## src/logic/trig_pkg.sv

```systemverilog
`default_nettype none

package trig_pkg;

	// ----------------------------------------
	// sizes
	// ----------------------------------------

	// hit inputs, split evenly into groups
	localparam int num_channels = 24;
	localparam int num_groups = 3;
	localparam int channels_per_group = num_channels / num_groups;
	// first or stage works on clusters of four hits
	localparam int cluster_width = 4;
	localparam int num_clusters = num_channels / cluster_width;
	localparam int clusters_per_group = channels_per_group / cluster_width;
	localparam int num_triggers = 2;
	localparam int count_width = 32;
	localparam int time_width = 4;
	localparam int axil_addr_width = 8;
	localparam int axil_data_width = 32;

	// ----------------------------------------
	// register map
	// ----------------------------------------

	localparam logic [axil_addr_width-1:0] addr_config = 8'h00;
	localparam logic [axil_addr_width-1:0] addr_command = 8'h04;
	localparam logic [axil_addr_width-1:0] addr_clock = 8'h08;
	localparam logic [axil_addr_width-1:0] addr_info = 8'h0c;
	// channel k at base + 4*k
	localparam logic [axil_addr_width-1:0] addr_scaler_base = 8'h40;

	// implemented config bits, bit 7 is a hole
	localparam int config_width = 16;
	localparam logic [config_width-1:0] config_write_mask = 16'hff7f;

	localparam logic [7:0] fw_version = 8'h22;

	// axi response codes
	localparam logic [1:0] resp_okay = 2'b00;
	localparam logic [1:0] resp_slverr = 2'b10;

	// bit positions in the command register
	typedef enum int unsigned {
		cmd_counter_reset = 0,
		cmd_counter_latch = 1,
		cmd_output_reset = 2
	} cmd_bit_e;

	// output shaper states
	typedef enum logic [1:0] {
		sh_idle,
		sh_high,
		sh_dead
	} shaper_state_e;

endpackage

`default_nettype wire
```

## src/logic/trig_top.sv

```systemverilog
`default_nettype none

module trig_top (
	input logic CLK200,
	input logic tdc_reset_start,
	input logic [trig_pkg::num_channels-1:0] hits,
	input logic busy_in,
	input logic awvalid,
	input logic [trig_pkg::axil_addr_width-1:0] awaddr,
	input logic wvalid,
	input logic [trig_pkg::axil_data_width-1:0] wdata,
	input logic bready,
	input logic arvalid,
	input logic [trig_pkg::axil_addr_width-1:0] araddr,
	input logic rready,
	output logic awready,
	output logic wready,
	output logic bvalid,
	output logic [1:0] bresp,
	output logic arready,
	output logic rvalid,
	output logic [trig_pkg::axil_data_width-1:0] rdata,
	output logic [1:0] rresp,
	output logic [trig_pkg::num_triggers-1:0] trig_out
);

	import trig_pkg::*;

	// config and command lines from the register file
	logic [num_groups-1:0] trig_mask_0;
	logic [num_groups-1:0] trig_mask_1;
	logic stop_on_busy;
	logic [time_width-1:0] high_time;
	logic [time_width-1:0] dead_time;
	logic counter_reset;
	logic counter_latch;
	logic output_reset;
	// scaler snapshots for readback
	logic [count_width-1:0] clock_latched;
	logic [num_channels-1:0][count_width-1:0] scaler_latched;
	// unshaped trigger lines
	logic [num_triggers-1:0] trig_line;

	// ----------------------------------------
	// register file, tree and scalers
	// ----------------------------------------

	axil_csr_decode u_csr (.*);

	trigger_or_tree u_tree (.*);

	hit_scaler_bank u_scalers (.*);

	// ----------------------------------------
	// shaped trigger outputs
	// ----------------------------------------

	output_shaper u_shaper_0 (
		.CLK200(CLK200),
		.tdc_reset_start(tdc_reset_start),
		.trig_line(trig_line[0]),
		.high_time(high_time),
		.dead_time(dead_time),
		.output_reset(output_reset),
		.pulse(trig_out[0])
	);

	output_shaper u_shaper_1 (
		.CLK200(CLK200),
		.tdc_reset_start(tdc_reset_start),
		.trig_line(trig_line[1]),
		.high_time(high_time),
		.dead_time(dead_time),
		.output_reset(output_reset),
		.pulse(trig_out[1])
	);

endmodule

`default_nettype wire

```

## src/logic/output_shaper.sv

```systemverilog
`default_nettype none

module output_shaper (
	input logic CLK200,
	input logic tdc_reset_start,
	input logic trig_line,
	input logic [trig_pkg::time_width-1:0] high_time,
	input logic [trig_pkg::time_width-1:0] dead_time,
	input logic output_reset,
	output logic pulse
);

	import trig_pkg::*;

	shaper_state_e state;
	// cycles left in the current high or dead phase, minus one
	logic [time_width-1:0] remaining;

	always_ff @(posedge CLK200) begin
		if (tdc_reset_start || output_reset) begin
			state <= sh_idle;
			pulse <= 1'b0;
			remaining <= '0;
		end else begin
			unique case (state)
				sh_idle: begin
					if (trig_line) begin
						state <= sh_high;
						pulse <= 1'b1;
						// zero high time still gives one cycle
						remaining <= (high_time == '0) ? '0 : high_time - 1'b1;
					end
				end
				sh_high: begin
					// input ignored, later triggers merge into this pulse
					if (remaining == '0) begin
						pulse <= 1'b0;
						if (dead_time == '0) begin
							state <= sh_idle;
						end else begin
							state <= sh_dead;
							remaining <= dead_time - 1'b1;
						end
					end else begin
						remaining <= remaining - 1'b1;
					end
				end
				sh_dead: begin
					if (remaining == '0) begin
						state <= sh_idle;
					end else begin
						remaining <= remaining - 1'b1;
					end
				end
				default: begin
					state <= sh_idle;
					pulse <= 1'b0;
				end
			endcase
		end
	end

	// ----------------------------------------
	// checks
	// ----------------------------------------

	a_pulse_only_high: assert property (@(posedge CLK200) disable iff (tdc_reset_start)
		pulse |-> state == sh_high);

endmodule

`default_nettype wire

```

## src/logic/hit_scaler_bank.sv

```systemverilog
`default_nettype none

module hit_scaler_bank (
	input logic CLK200,
	input logic tdc_reset_start,
	input logic [trig_pkg::num_channels-1:0] hits,
	input logic busy_in,
	input logic stop_on_busy,
	input logic counter_reset,
	input logic counter_latch,
	output logic [trig_pkg::num_channels-1:0][trig_pkg::count_width-1:0] scaler_latched,
	output logic [trig_pkg::count_width-1:0] clock_latched
);

	import trig_pkg::*;

	logic busy_gated;
	logic [num_channels-1:0] hits_q;
	logic [num_channels-1:0][count_width-1:0] hit_count;
	logic [num_channels-1:0][count_width-1:0] hit_count_next;
	logic [count_width-1:0] clock_count;
	logic [count_width-1:0] clock_count_next;

	// ----------------------------------------
	// busy gate
	// ----------------------------------------

	// hits are delayed by one so they meet the registered busy
	always_ff @(posedge CLK200) begin
		if (tdc_reset_start) begin
			busy_gated <= 1'b0;
			hits_q <= '0;
		end else begin
			busy_gated <= busy_in & stop_on_busy;
			hits_q <= hits;
		end
	end

	// ----------------------------------------
	// counters
	// ----------------------------------------

	// next values, also what a latch in this cycle captures
	always_comb begin
		for (int k = 0; k < num_channels; k++) begin
			if (counter_reset) begin
				hit_count_next[k] = '0;
			end else if (hits_q[k] && !busy_gated) begin
				hit_count_next[k] = hit_count[k] + 1'b1;
			end else begin
				hit_count_next[k] = hit_count[k];
			end
		end
		// reference clock counts every non-busy cycle
		if (counter_reset) begin
			clock_count_next = '0;
		end else if (!busy_gated) begin
			clock_count_next = clock_count + 1'b1;
		end else begin
			clock_count_next = clock_count;
		end
	end

	always_ff @(posedge CLK200) begin
		if (tdc_reset_start) begin
			hit_count <= '0;
			clock_count <= '0;
			scaler_latched <= '0;
			clock_latched <= '0;
		end else begin
			hit_count <= hit_count_next;
			clock_count <= clock_count_next;
			// snapshot for the bus, counting goes on
			if (counter_latch) begin
				scaler_latched <= hit_count_next;
				clock_latched <= clock_count_next;
			end
		end
	end

endmodule

`default_nettype wire

```

## src/logic/trigger_or_tree.sv

```systemverilog
`default_nettype none

module trigger_or_tree (
	input logic CLK200,
	input logic tdc_reset_start,
	input logic [trig_pkg::num_channels-1:0] hits,
	input logic [trig_pkg::num_groups-1:0] trig_mask_0,
	input logic [trig_pkg::num_groups-1:0] trig_mask_1,
	output logic [trig_pkg::num_triggers-1:0] trig_line
);

	import trig_pkg::*;

	// one register per stage, patterns follow each other every cycle
	logic [num_clusters-1:0] cluster_or;
	logic [num_groups-1:0] group_or;
	logic [num_triggers-1:0][num_groups-1:0] selected;

	always_ff @(posedge CLK200) begin
		if (tdc_reset_start) begin
			cluster_or <= '0;
			group_or <= '0;
			selected <= '0;
			trig_line <= '0;
		end else begin
			// stage 1 cluster or over four neighbouring hits
			for (int c = 0; c < num_clusters; c++) begin
				cluster_or[c] <= |hits[c*cluster_width +: cluster_width];
			end
			// stage 2 group or over the clusters of one group
			for (int g = 0; g < num_groups; g++) begin
				group_or[g] <= |cluster_or[g*clusters_per_group +: clusters_per_group];
			end
			// stage 3 keep only the groups each trigger listens to
			selected[0] <= group_or & trig_mask_0;
			selected[1] <= group_or & trig_mask_1;
			// stage 4 final or per trigger line
			for (int t = 0; t < num_triggers; t++) begin
				trig_line[t] <= |selected[t];
			end
		end
	end

endmodule

`default_nettype wire

```

## src/logic/axil_csr_decode.sv

```systemverilog
`default_nettype none

module axil_csr_decode (
	input logic CLK200,
	input logic tdc_reset_start,
	input logic awvalid,
	input logic [trig_pkg::axil_addr_width-1:0] awaddr,
	input logic wvalid,
	input logic [trig_pkg::axil_data_width-1:0] wdata,
	input logic bready,
	input logic arvalid,
	input logic [trig_pkg::axil_addr_width-1:0] araddr,
	input logic rready,
	output logic awready,
	output logic wready,
	output logic bvalid,
	output logic [1:0] bresp,
	output logic arready,
	output logic rvalid,
	output logic [trig_pkg::axil_data_width-1:0] rdata,
	output logic [1:0] rresp,
	input logic [trig_pkg::count_width-1:0] clock_latched,
	input logic [trig_pkg::num_channels-1:0][trig_pkg::count_width-1:0] scaler_latched,
	output logic [trig_pkg::num_groups-1:0] trig_mask_0,
	output logic [trig_pkg::num_groups-1:0] trig_mask_1,
	output logic stop_on_busy,
	output logic [trig_pkg::time_width-1:0] high_time,
	output logic [trig_pkg::time_width-1:0] dead_time,
	output logic counter_reset,
	output logic counter_latch,
	output logic output_reset
);

	import trig_pkg::*;

	logic wr_ready;
	logic wr_fire;
	logic wr_ok;
	logic rd_fire;
	logic [config_width-1:0] config_reg;
	logic [axil_addr_width-1:0] scaler_offset;
	logic [axil_data_width-1:0] rd_data_next;
	logic [1:0] rd_resp_next;

	// ----------------------------------------
	// config fields
	// ----------------------------------------

	assign trig_mask_0 = config_reg[2:0];
	assign trig_mask_1 = config_reg[5:3];
	assign stop_on_busy = config_reg[6];
	assign high_time = config_reg[11:8];
	assign dead_time = config_reg[15:12];

	// ----------------------------------------
	// write channel
	// ----------------------------------------

	// address and data are taken together, one ready for both
	assign awready = wr_ready;
	assign wready = wr_ready;
	assign wr_fire = awvalid && awready && wvalid && wready;
	// only config and command take writes
	assign wr_ok = (awaddr == addr_config) || (awaddr == addr_command);

	always_ff @(posedge CLK200) begin
		if (tdc_reset_start) begin
			wr_ready <= 1'b0;
			bvalid <= 1'b0;
			config_reg <= '0;
			counter_reset <= 1'b0;
			counter_latch <= 1'b0;
			output_reset <= 1'b0;
		end else begin
			// no new write while a response is still pending
			wr_ready <= awvalid && wvalid && !bvalid && !wr_ready;
			// command strobes last one cycle
			counter_reset <= 1'b0;
			counter_latch <= 1'b0;
			output_reset <= 1'b0;
			if (wr_fire) begin
				bvalid <= 1'b1;
				if (awaddr == addr_config) begin
					config_reg <= wdata[config_width-1:0] & config_write_mask;
				end
				// pulses line up with the rising bvalid
				if (awaddr == addr_command) begin
					counter_reset <= wdata[cmd_counter_reset];
					counter_latch <= wdata[cmd_counter_latch];
					output_reset <= wdata[cmd_output_reset];
				end
			end else if (bready) begin
				bvalid <= 1'b0;
			end
		end
	end

	always_ff @(posedge CLK200) begin
		if (wr_fire) begin
			bresp <= wr_ok ? resp_okay : resp_slverr;
		end
	end

	// ----------------------------------------
	// read channel
	// ----------------------------------------

	assign rd_fire = arvalid && arready;

	// readback mux, anything not listed is an error
	always_comb begin
		rd_data_next = '0;
		rd_resp_next = resp_okay;
		scaler_offset = araddr - addr_scaler_base;
		if (araddr == addr_config) begin
			rd_data_next = {{(axil_data_width - config_width){1'b0}}, config_reg};
		end else if (araddr == addr_clock) begin
			rd_data_next = clock_latched;
		end else if (araddr == addr_info) begin
			rd_data_next = {16'h0000, 8'(num_channels), fw_version};
		end else if (araddr >= addr_scaler_base && scaler_offset[1:0] == 2'b00
				&& scaler_offset[axil_addr_width-1:2] < num_channels) begin
			// word aligned scaler window
			rd_data_next = scaler_latched[scaler_offset[axil_addr_width-1:2]];
		end else begin
			rd_resp_next = resp_slverr;
		end
	end

	always_ff @(posedge CLK200) begin
		if (tdc_reset_start) begin
			arready <= 1'b0;
			rvalid <= 1'b0;
		end else begin
			// hold off new addresses under back-pressure
			arready <= arvalid && !rvalid && !arready;
			if (rd_fire) begin
				rvalid <= 1'b1;
			end else if (rready) begin
				rvalid <= 1'b0;
			end
		end
	end

	always_ff @(posedge CLK200) begin
		if (rd_fire) begin
			rdata <= rd_data_next;
			rresp <= rd_resp_next;
		end
	end

	// ----------------------------------------
	// protocol checks
	// ----------------------------------------

	a_bvalid_hold: assert property (@(posedge CLK200) disable iff (tdc_reset_start)
		bvalid && !bready |=> bvalid && $stable(bresp));

	a_rdata_hold: assert property (@(posedge CLK200) disable iff (tdc_reset_start)
		rvalid && !rready |=> rvalid && $stable(rdata) && $stable(rresp));

endmodule

`default_nettype wire

```

## config.mk

```make
export PLATFORM = sky130hd
export DESIGN_NAME = trig_top
export DESIGN_NICKNAME = d
export VERILOG_FILES = /design/src/logic/trig_pkg.sv /design/src/logic/trig_top.sv /design/src/logic/output_shaper.sv /design/src/logic/hit_scaler_bank.sv /design/src/logic/trigger_or_tree.sv /design/src/logic/axil_csr_decode.sv
export SDC_FILE = /design/constraint.sdc
export NUM_CORES = 2
export LEC_CHECK = 0
export BUFFER_PORTS_ARGS = -buffer_cell sky130_fd_sc_hd__buf_2
export CORE_ASPECT_RATIO = 0.6
export CORE_UTILIZATION = 55
export CTS_CLUSTER_DIAMETER = 120
export CTS_CLUSTER_SIZE = 8
export DETAILED_ROUTE_END_ITERATION = 6
export GPL_TIMING_DRIVEN = 0
export MAX_ROUTING_LAYER = met4
export PLACE_DENSITY = 0.74
export SYNTH_ARGS = -nofsm -noshare
export SYNTH_HDL_FRONTEND = slang
export SYNTH_SLANG_ARGS = --single-unit
```

## constraint.sdc

```tcl
create_clock -name CLK200 -period 2.1 [get_ports CLK200]
set_clock_uncertainty 0.05 [all_clocks]
set_input_delay 0.105 -clock CLK200 [delete_from_list [all_inputs] [get_ports CLK200]]
set_output_delay 0.105 -clock CLK200 [all_outputs]
set_load 0.01 [all_outputs]
```

==> flow_summary.ini <==
[drt]
top_layer = met4
drt_wl_total_mm = 297
wl_met3_mm = 50.9
route.vias.total = 68400
wl_per_cell_um = 28.4
route.detailed.drc = 4
ant_nets = 0
wl_met1_mm = 118
wl_met2_mm = 112
drt_first_pass_iters = 7
initialDrtViolationCount = 10400
routed_via_density = 6.54

[synthesis]
synth.area.top_cells = dfxtp_1 47%, xor2_1 5.5%, nor2_1 5.0%
synthFlopType = dfxtp_1
yosys.cell_count.top_type = dfxtp_1
synth_edf_count = 34
synth_commonest_cells = 1678 x dfxtp_1, 951 x nor2_1, 949 x nand2_1
syn_area_um2 = 72000
synth-seq-cells = 1712
synth.distinct_cells = 74
netlist_instances = 8026
ys_seq_area_share_pct = 48.1
synth_top_area_share_pct = 46.7
yosysWarningCount = 0
synthArstFlopShare_pct = 0
syn_avg_cell_area_um2 = 8.97
synth_top_area_cell = dfxtp_1

[place]
gp_congestion = 1.09
dpl.cell_count = 9848
io_buffers = 102
place_area_um2 = 74700
dpl.hpwl_mm = 209

[die]
rows = 102
die_w_um = 469
ioPinCount = 123
core_um2 = 129000
die_area_um2 = 132000
initial_core_util_pct = 55.6
die_h_um = 282

[clock_network]
clk_root_buffer_cell = clkbuf_16
clk_latency_ns = 0.86
cts_buffers = 231
cts.clk_slew.worst_paths_ns = 0.05
clock-sinks = 1712
cts_buffer_depth = 3
htree_levels = 4
cts_tree = built

[worst_setup_path]
max_stage_delay_ns = 0.40
worstPathArrival_ns = 3.17
reg2regPathDepth = 9
critPathTopFamily = simple AND/OR/NAND/NOR gates
critPathSlowestCell = nor4_4
path_cells = buf_12, clkbuf_16, buf_6, nand4b_1, nor4_4, buf_4, nand4_1, xor2_2, o21ai_1
path_buf_inv = 4
startpoint_type = flop
timing.rr.end = u_scalers.scaler_latched[639]$_SDFFE_PP0P_
rrSetupSlack_ns = -0.40
worst-setup-path-type = reg2reg
cp-end-kind = flop
worst-endpoint-required_ns = 2.77
worstReg2RegStart = u_scalers.busy_gated$_SDFF_PP0_
critPathMaxFanout = 7

[power]
ir_drop_mv = 0.824
powerDensity_nw_per_um2 = 755
p_leak_uw = 0.0340

[cells_and_area]
area_growth_pct = 27.3
final_net_count = 8820
drive_gt1_share_pct = 20.7
final_cell_area_um2 = 91600
final_cells = 10500
reg_top3 = u_scalers.hit_count x768, u_scalers.scaler_latched x768

[status]
status = finished with violations
violations = DRC, setup timing

[hold_path]
hp-start = hits[6]
min_path_cells = 3
hold_class = in2reg
hold_path_end = u_scalers.hits_q[6]$_SDFF_PP0_

[global_routing]
grt.total_usage_pct = 43.4
grt_pass1_wl_mm = 409
antenna_found_initial = 18
overflow = 0
grt_max_degree = 30
grt_pass1_vias = 61500

[timing]
min_period_ns = 2.50
rsz0062_at_grt = yes
max_freq_ghz = 0.400
worst_slew_pin_slew_ns = 1.22
slew_headroom_pct = 18.8
finalSetupViolations = 1032
fin_ws_ns = -0.402
drv_slew = 0
hold_viol_final = 0
finalCritPeriodShare_pct = 119

[flow_run]
max-cap-violations = 0
[placed cells by master, fill, tap and decap left out, types with 43 or more instances in the layout]
master,n
buf_6,110
clkbuf_2,184
nor4_4,85
xnor2_2,107
nor3_4,73
buf_4,162
dfxtp_1,1661
xor2_2,122
a211oi_1,54
xor2_1,316
o21ai_1,253
and3_1,109
inv_1,89
and4_1,91
nand3_4,53
a21oi_1,140
o21ai_0,415
nand3_1,211
nand4_1,275
nor3_1,160
nor2_1,904
clkbuf_1,175
buf_2,120
dlygate4sd3_1,94
mux2i_1,153
clkbuf_16,246
a22oi_1,86
xnor2_1,198
o2bb2ai_1,43
and2_1,121
nand2_1,921
nor2b_1,130
mux4_2,110
[power breakdown]
part	internal [uW]	switching, uW	total [uW]	leakage, uW
clock	19400	14200	33600	0.00297
combinational	748	1980	2720	0.0172
sequential	32700	122	32900	0.0139
[cells by family after synthesis]
group	after synthesis	synth area share, %
flip-flops	1712	48.1
XOR/XNOR	763	9.29
buffers and inverters	575	3.11
adder cells (fa/ha/maj)	41	0.713
other	1	0.00521
AO/OA/AOI/OAI	1153	9.30
multiplexers	288	5.93
AND/OR/NAND/NOR	3493	23.6
[how the worst max path moves through the flow]
stage	from	endpoint	slack, ns	cells after the start
finish	u_scalers.busy_gated$_SDFF_PP0_	u_scalers.scaler_latched[639]$_SDFFE_PP0P_	-0.40	9
global route	u_scalers.busy_gated$_SDFF_PP0_	u_scalers.scaler_latched[631]$_SDFFE_PP0P_	-0.38	9
CTS	u_scalers.busy_gated$_SDFF_PP0_	u_scalers.scaler_latched[602]$_SDFFE_PP0P_	-0.23	8
detailed placement	tdc_reset_start	u_scalers.hit_count[191]$_SDFF_PP0_	-2.78	7
global placement	u_csr.counter_reset$_SDFF_PP0_	u_scalers.scaler_latched[763]$_SDFFE_PP0P_	-3.17	8
floorplan	araddr[2]	u_csr.rdata[30]$_SDFFCE_PP0P_	-0.01	6
[worst reg2reg max path: cells and delay by family, from the launching register on]
family | cells | cell delay, ns
simple gates | 3 | 0.91
buf+inv | 4 | 0.64
flops | 1 | 0.36
xor+xnor | 1 | 0.32
compound gates | 1 | 0.10
[through the flow]
stage | total power, uW | hold WS, ns | util, % | worst slack (ns) | setup TNS [ns]
global route | 70400 | 0.0689 | 70.8 | -0.384 | -109.97
floorplan | 34700 | 0.174 | - | -0.0127 | -0.203
global placement | 35700 | 0.286 | 57.7 | -3.17 | -3324.10
CTS | 68600 | -0.325 | 67.4 | -0.231 | -18.68
detailed placement | 35700 | 0.296 | 57.7 | -2.78 | -2799.63
finish | 69200 | 0.0333 | 70.8 | -0.402 | -90.42
[layer usage]
layer	GRT usage, %	vias to the layer above
li1	-	29100
met5	-	-
met2	53.4	4909
met3	18.3	989
met4	20.0	0
met1	59.9	33300
[repair_timing]
item | CTS | global route
hold buffers | 91 | 4
gates resized for setup | 1071 | 812
gates cloned | 11 | 7
hold endpoints to repair | 95 | 6
pin swaps | 241 | 320
setup buffers | 156 | 96
setup endpoints to repair | 1645 | 1211
[final cells by class]
cell class                      count  area [um^2]
Sequential cell                  1712        34600
Buffer                            459         2630
Fill cell                        9303        37800
Inverter                           90          338
Multi-Input combinational cell   5743        41500
Timing Repair Buffer              462         4210
Tap cell                         1716         2150
Antenna cell                       18         45.0
Clock inverter                     12          208
Clock buffer                      245         5850
Note: power is estimated with default switching activity, not from simulation.
